### src/verilog/cpuPkg.sv
package cpuPkg;

    localparam int wordWidth = 32;

    // Width of the word address held by the PC
    localparam int pcWidth = 26;

    // Instruction formats
    //   R-type  op[31:26] rs1[25:21] rs2[20:16] rd[15:11] funct[5:0]
    //   I-type  op[31:26] rs1[25:21] rd/rs2[20:16] imm[15:0]
    //   J-type  op[31:26] offset[25:0]
    // Branch, j and jal targets are the current PC plus the immediate
    typedef enum logic [5:0] {
        opRType = 6'h00,
        opJ     = 6'h02,
        opJal   = 6'h03,
        opBeqz  = 6'h04,
        opBnez  = 6'h05,
        opAddi  = 6'h08,
        opAndi  = 6'h0c,
        opOri   = 6'h0d,
        opXori  = 6'h0e,
        opJr    = 6'h12,
        opLw    = 6'h23,
        opSw    = 6'h2b
    } opcode_t;

    // Same encoding as funct[3:0] of R-type instructions
    typedef enum logic [3:0] {
        aluAdd = 4'd0,
        aluSub = 4'd1,
        aluAnd = 4'd2,
        aluOr  = 4'd3,
        aluXor = 4'd4,
        aluSll = 4'd5,
        aluSrl = 4'd6,
        aluSlt = 4'd7
    } aluFunc_t;

    typedef enum logic [2:0] {
        stFetch,
        stDecode,
        stExecute,
        stMemory,
        stWriteBack,
        stNextPc
    } ctrlState_t;

    typedef struct packed {
        logic [4:0]           rs1;
        logic [4:0]           rs2;
        logic [4:0]           rd;
        logic [wordWidth-1:0] imm;
        logic                 useImm;
        aluFunc_t             aluFunc;
        logic                 isLoad;
        logic                 isStore;
        logic                 isBranch;
        logic                 branchOnZero;
        logic                 isJump;
        logic                 isLink;
        logic                 isJumpReg;
        logic                 writesReg;
    } decodedInstr_t;

endpackage

### src/verilog/instructionDecoder.sv
`timescale 1ns/10ps

module instructionDecoder (
    input  logic                         Clock,
    input  logic                         rstN,
    input  logic                         decodeEn,
    input  logic [cpuPkg::wordWidth-1:0] instr,
    output cpuPkg::decodedInstr_t        decoded
);
    import cpuPkg::*;

    opcode_t       opcode;
    logic [5:0]    funct;
    decodedInstr_t decodeNext;

    assign opcode = opcode_t'(instr[31:26]);
    assign funct  = instr[5:0];

    always_comb begin
        decodeNext         = '0;
        decodeNext.rs1     = instr[25:21];
        decodeNext.rs2     = instr[20:16];
        decodeNext.rd      = instr[20:16];
        decodeNext.imm     = {{(wordWidth - 16){instr[15]}}, instr[15:0]};
        decodeNext.aluFunc = aluAdd;
        case (opcode)
            opRType: begin
                decodeNext.rd = instr[15:11];
                // Only the eight defined functs write a register
                if (funct[5:3] == 3'b000) begin
                    decodeNext.aluFunc   = aluFunc_t'(funct[3:0]);
                    decodeNext.writesReg = 1'b1;
                end
            end
            opAddi, opAndi, opOri, opXori: begin
                decodeNext.useImm    = 1'b1;
                decodeNext.writesReg = 1'b1;
                if (opcode == opAndi) begin
                    decodeNext.aluFunc = aluAnd;
                end else if (opcode == opOri) begin
                    decodeNext.aluFunc = aluOr;
                end else if (opcode == opXori) begin
                    decodeNext.aluFunc = aluXor;
                end
            end
            opLw: begin
                decodeNext.useImm    = 1'b1;
                decodeNext.isLoad    = 1'b1;
                decodeNext.writesReg = 1'b1;
            end
            opSw: begin
                decodeNext.useImm  = 1'b1;
                decodeNext.isStore = 1'b1;
            end
            opBeqz, opBnez: begin
                decodeNext.useImm       = 1'b1;
                decodeNext.isBranch     = 1'b1;
                decodeNext.branchOnZero = (opcode == opBeqz);
            end
            opJ, opJal: begin
                decodeNext.imm    = {{(wordWidth - 26){instr[25]}}, instr[25:0]};
                decodeNext.useImm = 1'b1;
                decodeNext.isJump = 1'b1;
                if (opcode == opJal) begin
                    decodeNext.isLink    = 1'b1;
                    decodeNext.writesReg = 1'b1;
                    decodeNext.rd        = 5'd31;
                end
            end
            opJr: begin
                decodeNext.isJump    = 1'b1;
                decodeNext.isJumpReg = 1'b1;
            end
            default: begin
                // Unknown opcodes decode as a no-op
            end
        endcase
    end

    always_ff @(posedge Clock) begin
        if (!rstN) begin
            decoded <= '0;
        end else if (decodeEn) begin
            decoded <= decodeNext;
        end
    end

endmodule

### src/verilog/registerFile.sv
`timescale 1ns/10ps

module registerFile #(
    parameter int regAddrWidth = 5
) (
    input  logic                         Clock,
    input  logic                         rstN,
    input  logic [regAddrWidth-1:0]      rs1,
    input  logic [regAddrWidth-1:0]      rs2,
    input  logic [regAddrWidth-1:0]      rd,
    input  logic                         writeEn,
    input  logic [cpuPkg::wordWidth-1:0] writeData,
    output logic [cpuPkg::wordWidth-1:0] rs1Data,
    output logic [cpuPkg::wordWidth-1:0] rs2Data
);
    import cpuPkg::*;

    localparam int depth = 2 ** regAddrWidth;

    logic [wordWidth-1:0] regs [depth];

    // Asynchronous reads
    assign rs1Data = regs[rs1];
    assign rs2Data = regs[rs2];

    // Register 0 is never written, so it keeps its reset value of zero
    always_ff @(posedge Clock) begin
        if (!rstN) begin
            for (int i = 0; i < depth; i++) begin
                regs[i] <= '0;
            end
        end else if (writeEn && (rd != '0)) begin
            regs[rd] <= writeData;
        end
    end

endmodule

### src/verilog/alu.sv
`timescale 1ns/10ps

module alu (
    input  logic                         Clock,
    input  logic                         rstN,
    input  logic                         start,
    input  cpuPkg::aluFunc_t             func,
    input  logic [cpuPkg::wordWidth-1:0] opA,
    input  logic [cpuPkg::wordWidth-1:0] opB,
    output logic [cpuPkg::wordWidth-1:0] result
);
    import cpuPkg::*;

    localparam int shiftWidth = $clog2(wordWidth);

    logic [wordWidth-1:0]  value;
    logic [shiftWidth-1:0] shiftAmount;
    logic                  lessThan;

    assign shiftAmount = opB[shiftWidth-1:0];
    assign lessThan    = $signed(opA) < $signed(opB);

    always_comb begin
        case (func)
            aluAdd: begin
                value = opA + opB;
            end
            aluSub: begin
                value = opA - opB;
            end
            aluAnd: begin
                value = opA & opB;
            end
            aluOr: begin
                value = opA | opB;
            end
            aluXor: begin
                value = opA ^ opB;
            end
            aluSll: begin
                value = opA << shiftAmount;
            end
            aluSrl: begin
                value = opA >> shiftAmount;
            end
            aluSlt: begin
                value = {{(wordWidth - 1){1'b0}}, lessThan};
            end
            default: begin
                value = '0;
            end
        endcase
    end

    // Result holds until the next start
    always_ff @(posedge Clock) begin
        if (!rstN) begin
            result <= '0;
        end else if (start) begin
            result <= value;
        end
    end

endmodule

### src/verilog/programCounter.sv
`timescale 1ns/10ps

module programCounter #(
    parameter logic [cpuPkg::pcWidth-1:0] resetPc = '0
) (
    input  logic                       Clock,
    input  logic                       rstN,
    input  logic                       step,
    input  logic                       load,
    input  logic [cpuPkg::pcWidth-1:0] target,
    output logic [cpuPkg::pcWidth-1:0] pc
);

    // Load has priority over step
    always_ff @(posedge Clock) begin
        if (!rstN) begin
            pc <= resetPc;
        end else if (load) begin
            pc <= target;
        end else if (step) begin
            pc <= pc + 1'b1;
        end
    end

endmodule

### src/verilog/controller.sv
`timescale 1ns/10ps

module controller (
    input  logic                         Clock,
    input  logic                         rstN,
    input  cpuPkg::decodedInstr_t        decoded,
    input  logic [cpuPkg::wordWidth-1:0] rs1Data,
    input  logic                         instrLoaded,
    input  logic                         dataLoaded,
    input  logic                         dataStored,
    output logic                         readInstr,
    output logic                         readData,
    output logic                         writeData,
    output logic                         decodeEn,
    output logic                         aluStart,
    output logic                         regWrite,
    output logic                         pcStep,
    output logic                         pcLoad
);
    import cpuPkg::*;

    ctrlState_t state;
    ctrlState_t stateNext;
    logic       fetchDone;
    logic       memDone;
    logic       isMemOp;
    logic       rs1IsZero;
    logic       taken;

    // Pulses only count while the matching request is up
    assign fetchDone = readInstr && instrLoaded;
    assign memDone   = (readData && dataLoaded) || (writeData && dataStored);
    assign isMemOp   = decoded.isLoad || decoded.isStore;

    // Zero test for beqz and bnez
    assign rs1IsZero = (rs1Data == '0);
    assign taken     = decoded.isJump ||
                       (decoded.isBranch && (rs1IsZero == decoded.branchOnZero));

    always_comb begin
        stateNext = state;
        case (state)
            stFetch: begin
                if (fetchDone) begin
                    stateNext = stDecode;
                end
            end
            stDecode: begin
                stateNext = stExecute;
            end
            stExecute: begin
                stateNext = isMemOp ? stMemory : stWriteBack;
            end
            stMemory: begin
                if (memDone) begin
                    stateNext = stWriteBack;
                end
            end
            stWriteBack: begin
                stateNext = stNextPc;
            end
            stNextPc: begin
                stateNext = stFetch;
            end
            default: begin
                stateNext = stFetch;
            end
        endcase
    end

    // Request levels are registered from the next state so they
    // stay low in reset and drop the cycle after their pulse
    always_ff @(posedge Clock) begin
        if (!rstN) begin
            state     <= stFetch;
            readInstr <= 1'b0;
            readData  <= 1'b0;
            writeData <= 1'b0;
        end else begin
            state     <= stateNext;
            readInstr <= (stateNext == stFetch);
            readData  <= (stateNext == stMemory) && decoded.isLoad;
            writeData <= (stateNext == stMemory) && decoded.isStore;
        end
    end

    // Instruction word is only valid with the fetch pulse
    assign decodeEn = (state == stFetch) && fetchDone;
    assign aluStart = (state == stExecute);
    assign regWrite = (state == stWriteBack) && decoded.writesReg;
    assign pcLoad   = (state == stNextPc) && taken;
    assign pcStep   = (state == stNextPc) && !taken;

endmodule

### src/verilog/cpu.sv
`timescale 1ns/10ps

module cpu #(
    parameter logic [cpuPkg::pcWidth-1:0] resetPc = '0
) (
    input  logic                         Clock,
    input  logic                         rstN,
    input  logic [cpuPkg::wordWidth-1:0] instr,
    input  logic                         instrLoaded,
    input  logic [cpuPkg::wordWidth-1:0] dataIn,
    input  logic                         dataLoaded,
    input  logic                         dataStored,
    output logic [cpuPkg::wordWidth-1:0] instrAddr,
    output logic [cpuPkg::wordWidth-1:0] dataAddr,
    output logic [cpuPkg::wordWidth-1:0] dataOut,
    output logic                         readInstr,
    output logic                         readData,
    output logic                         writeData
);
    import cpuPkg::*;

    localparam int regAddrWidth = 5;

    decodedInstr_t        decoded;
    logic                 decodeEn;
    logic                 aluStart;
    logic                 regWrite;
    logic                 pcStep;
    logic                 pcLoad;
    logic [wordWidth-1:0] rs1Data;
    logic [wordWidth-1:0] rs2Data;
    logic [wordWidth-1:0] aluOpA;
    logic [wordWidth-1:0] aluOpB;
    logic [wordWidth-1:0] aluResult;
    logic [wordWidth-1:0] wbData;
    logic [wordWidth-1:0] loadData;
    logic [wordWidth-1:0] pcWord;
    logic [pcWidth-1:0]   pc;
    logic [pcWidth-1:0]   pcPlusOne;
    logic [pcWidth-1:0]   pcTarget;

    assign pcWord    = {{(wordWidth - pcWidth){1'b0}}, pc};
    assign pcPlusOne = pc + 1'b1;
    assign instrAddr = pcWord;

    // Branch and jump targets are computed relative to the PC
    assign aluOpA = (decoded.isBranch || decoded.isJump) ? pcWord : rs1Data;
    assign aluOpB = decoded.useImm ? decoded.imm : rs2Data;

    // Load data is only valid together with dataLoaded
    always_ff @(posedge Clock) begin
        if (readData && dataLoaded) begin
            loadData <= dataIn;
        end
    end

    always_comb begin
        if (decoded.isLoad) begin
            wbData = loadData;
        end else if (decoded.isLink) begin
            wbData = {{(wordWidth - pcWidth){1'b0}}, pcPlusOne};
        end else begin
            wbData = aluResult;
        end
    end

    assign pcTarget = decoded.isJumpReg ? rs1Data[pcWidth-1:0] : aluResult[pcWidth-1:0];
    assign dataAddr = aluResult;
    assign dataOut  = rs2Data;

    instructionDecoder decoder (
        .Clock    (Clock),
        .rstN     (rstN),
        .decodeEn (decodeEn),
        .instr    (instr),
        .decoded  (decoded)
    );

    registerFile #(
        .regAddrWidth (regAddrWidth)
    ) regs (
        .Clock     (Clock),
        .rstN      (rstN),
        .rs1       (decoded.rs1),
        .rs2       (decoded.rs2),
        .rd        (decoded.rd),
        .writeEn   (regWrite),
        .writeData (wbData),
        .rs1Data   (rs1Data),
        .rs2Data   (rs2Data)
    );

    alu aluUnit (
        .Clock  (Clock),
        .rstN   (rstN),
        .start  (aluStart),
        .func   (decoded.aluFunc),
        .opA    (aluOpA),
        .opB    (aluOpB),
        .result (aluResult)
    );

    programCounter #(
        .resetPc (resetPc)
    ) pcReg (
        .Clock  (Clock),
        .rstN   (rstN),
        .step   (pcStep),
        .load   (pcLoad),
        .target (pcTarget),
        .pc     (pc)
    );

    controller ctrl (
        .Clock       (Clock),
        .rstN        (rstN),
        .decoded     (decoded),
        .rs1Data     (rs1Data),
        .instrLoaded (instrLoaded),
        .dataLoaded  (dataLoaded),
        .dataStored  (dataStored),
        .readInstr   (readInstr),
        .readData    (readData),
        .writeData   (writeData),
        .decodeEn    (decodeEn),
        .aluStart    (aluStart),
        .regWrite    (regWrite),
        .pcStep      (pcStep),
        .pcLoad      (pcLoad)
    );

endmodule

### config.mk
export PLATFORM = sky130hd
export DESIGN_NAME = cpu
export DESIGN_NICKNAME = d
export VERILOG_FILES = /design/src/verilog/cpuPkg.sv /design/src/verilog/instructionDecoder.sv /design/src/verilog/registerFile.sv /design/src/verilog/alu.sv /design/src/verilog/programCounter.sv /design/src/verilog/controller.sv /design/src/verilog/cpu.sv
export SDC_FILE = /design/constraint.sdc
export NUM_CORES = 2
export LEC_CHECK = 0
export BUFFER_PORTS_ARGS = -buffer_cell sky130_fd_sc_hd__clkbuf_2
export CORE_MARGIN = 5
export CORE_UTILIZATION = 25
export CTS_CLUSTER_SIZE = 30
export DETAILED_ROUTE_END_ITERATION = 8
export PLACE_DENSITY_LB_ADDON = 0.05
export SYNTH_ARGS = -nofsm -noshare
export SYNTH_HDL_FRONTEND = slang
export SYNTH_SLANG_ARGS = --single-unit
### constraint.sdc
create_clock -name Clock -period 7 [get_ports Clock]
set_input_delay 1.4 -clock Clock [delete_from_list [all_inputs] [get_ports Clock]]
set_output_delay 1.4 -clock Clock [all_outputs]
set_load 0.01 [all_outputs]
==> run summary <==
status: complete, no violations
router iterations before antenna repair: 6
Crit Path Class: reg2reg
die footprint: 0.286 mm^2
final hold violations: 0
Die X: 535 um
Critical-path top delay cell: a2111oi_0
DRC violations left: 0
Req. time, crit path: 7.66 ns
sequential share of the synthesized area: 49.8%
Finish-stage setup viols: 0
average size of a mapped cell: 11.9 um^2
Hold Buf Count CTS: 0
period utilization: 96.7%
IO Count: 168
Buffers on Ports: 161
commonest cells after routing, fill and taps aside: nor2_1 (1181), edfxtp_1 (1056), mux2i_1 (450)
Post-synth EDFFs: 1056
DRT iter0 DRCs: 6023
CTS Buffer Depth: 4
worst slew pin tran: 1.35 ns
FF-to-FF setup slack: 0.23 ns
antenna-violating nets left: 0
min-delay src: decoder.decoded[28]
Syn. warnings: 0
routed length per instance: 39.3 um
Total Wirelength: 381 mm
TritonCTS Buffers: 162
H-Tree Depth: 4
worst hold path endpoint: decoder.decoded[28]
CTS tree: done
largest net degree at the start of global routing: 100
via count: 53800
Power Density: 291 mW/mm^2
share of layout cells above drive strength 1: 23.6%
Pleak: 0.0264 uW
multi-input logic area: 0.0320 mm^2
Util after Layout: 29.3%
R2R Path End: aluUnit.result[17]
Setup TNS: 0 ns
Area Growth Syn to Fin: 16.7%
gpl congestion: 0.964
Crit path top cell by count: buf_4
vias in the first global route: 53300
DPL Wire Length: 265 mm
Core Rows: 192
unrepaired setup endpoints after global routing: no
clk_skew: 0.0563 ns
Max-slew headroom: 9.79%
Overall Power: 23400 uW
Critical Path Sink Type: flip-flop
Min-Delay Path Class: reg2reg
clk_lat worst skew: 0.84 ns
Max VDD drop: 0.000178 V
Distinct cells, synth: 117
first-pass GRT wire length: 507 mm
Starting Density: 25.1%
commonest non-fill, non-tap cell in the layout: nor2_1
CP cell instances: buf_12 -> buf_4 -> mux2i_1 -> a22oi_1 -> a21oi_1 -> nor4_2 -> buf_4 -> mux2i_1 -> buf_4 -> inv_1 -> ha_1 -> nand2b_1 -> a21oi_1 -> nor4_1 -> a21boi_0 -> o31ai_1 -> buf_4 -> a41oi_1 -> o21ai_0 -> nor3_1 -> a2111oi_0 -> a31oi_1
Mapped Cells: 5802
clock sinks: 1184
path depth of the worst reg2reg path: 22
leading register cell type out of synthesis: edfxtp_1
Max Freq: 148 MHz
root buffer cell: clkbuf_16
Clk pin slew, worst setup/hold paths: 0.06 ns
Total Nets Final: 6176
initial antenna violation count: 24
Max-Cap Viols: 0
crit-path max cell delay: 0.95 ns
CP max FO: 49
Pins Over Slew Limit: 0
Hold Crit Depth: 2
sequential cell area: 0.0343 mm^2
WHS: 0.477 ns
fin crit period: 6.77 ns
Vert. Die Dim: 535 um
FF+latch count, synth: 1184
core area: 0.274 mm^2
Layout fillers: 28000
vias per cell: 5.55
Synth Cell Area: 0.0688 mm^2
Crit path arrival time: 7.44 ns
GRT Resource Usage Total: 25.8%
crit path launch type: flip-flop
total grt overflow: 0
ys async rst share: 0%
## how the worst max path moves through the flow
stage | from | endpoint | slack (ns) | cells past startpoint
detailed placement | flip-flop | aluUnit.result[31] | 0.03 | 19
CTS | flip-flop | aluUnit.result[31] | 0.01 | 19
finish | flip-flop | aluUnit.result[17] | 0.23 | 22
global route | flip-flop | aluUnit.result[0] | 0.01 | 19
floorplan | flip-flop | aluUnit.result[31] | 0.84 | 20
global placement | flip-flop | aluUnit.result[31] | -0.27 | 15
## final cells by class
class                   count  area share (%)
inverters                 119           0.577
clock buffers             208            5.47
multi-input cells        3985            39.8
well taps                3589            5.59
clock inverters            57           0.634
repair buffers            550            5.17
flip-flops and latches   1184            42.7
diodes                      4          0.0125
## state kept, by name (all words and copies together) (netlist names), named ones only
name             flops
ctrl.state           3
ctrl.readInstr       1
ctrl.writeData       1
loadData            32
pcReg.pc            26
decoder.decoded     54
ctrl.readData        1
aluUnit.result      32
regs.regs         1024
## synthesized netlist by cell type (all sizes together) (14+ instances only)
| library cell | n | share of area, % |
|---|---|---|
| a21oi | 281 | 2.0 |
| mux4 | 434 | 14 |
| a211oi | 51 | 0.56 |
| clkbuf | 369 | 2.0 |
| o22ai | 115 | 1.0 |
| mux2i | 462 | 6.8 |
| nor2b | 18 | 0.18 |
| dfxtp | 128 | 3.7 |
| nand2b | 29 | 0.26 |
| or3 | 16 | 0.15 |
| nor2 | 1189 | 6.5 |
| o31ai | 20 | 0.22 |
| nand3 | 73 | 0.53 |
| o21ai | 135 | 0.99 |
| mux2 | 47 | 0.77 |
| xor2 | 15 | 0.19 |
| ha | 103 | 1.9 |
| and2 | 15 | 0.14 |
| a31oi | 47 | 0.45 |
| nand2 | 305 | 1.7 |
| o211ai | 20 | 0.22 |
| inv | 116 | 0.65 |
| a221oi | 16 | 0.21 |
| buf | 182 | 2.1 |
| a22oi | 189 | 2.1 |
| xnor2 | 32 | 0.41 |
| nor4 | 43 | 0.61 |
| nor3 | 58 | 0.45 |
| a21o | 14 | 0.15 |
| edfxtp | 1056 | 46 |
## where the power goes
part           internal, uW  total (uW)  switching, uW
combinational          2360        7150           4800
clock                  4720        8070           3350
sequential             7930        8150            215
## cells by family (layout without fill, tap and decap cells)
family                     after synthesis  count (layout)  share of synthesized area (%)
buffers and inverters                  670             934                           4.75
muxes                                  943             943                           21.8
xor gates and xnor gates                47              47                          0.598
other                                    1              42                        0.00545
adders and majority gates              106             106                           1.95
and+or+nand+nor                       1829            1829                           11.4
DFF                                   1184            1184                           49.8
AOI/OAI and AO/OA                     1022            1022                           9.72
## routing by layer
layer / track usage (%) / wire (um)
met1: 33.9 / 161000
met2: 43.8 / 184000
met3: 3.40 / 19800
met4: 8.96 / 15500
met5: 0 / 13
## critical path, delay by kind of cell, from the launching register on
| family | cells | cell delay (ns) |
|---|---|---|
| fa+ha+maj | 1 | 0.28 |
| flops | 1 | 0.42 |
| simple gates | 4 | 1.32 |
| compound gates | 9 | 2.52 |
| buf+inv | 6 | 1.68 |
| mux | 2 | 0.28 |
## through the flow
| stage | area [um^2] | cells | worst slack (ns) |
|---|---|---|---|
| 2_1_floorplan | 69000 | 5839 | 0.837 |
| 3_3_place_gp | 75300 | 9426 | -0.272 |
| 3_5_place_dp | 75300 | 9427 | 0.0255 |
| 4_1_cts | 80200 | 9692 | 0.0148 |
| 5_1_grt | 80300 | 9693 | 0.0120 |
| 6_report | 80300 | 9696 | 0.228 |
## what timing repair did
item,4_1_cts,5_1_grt
setup endpoints to repair,0,4
setup buffers,0,0
gates resized for setup,0,3
No activity file was read; power rests on OpenSTA's default activity.
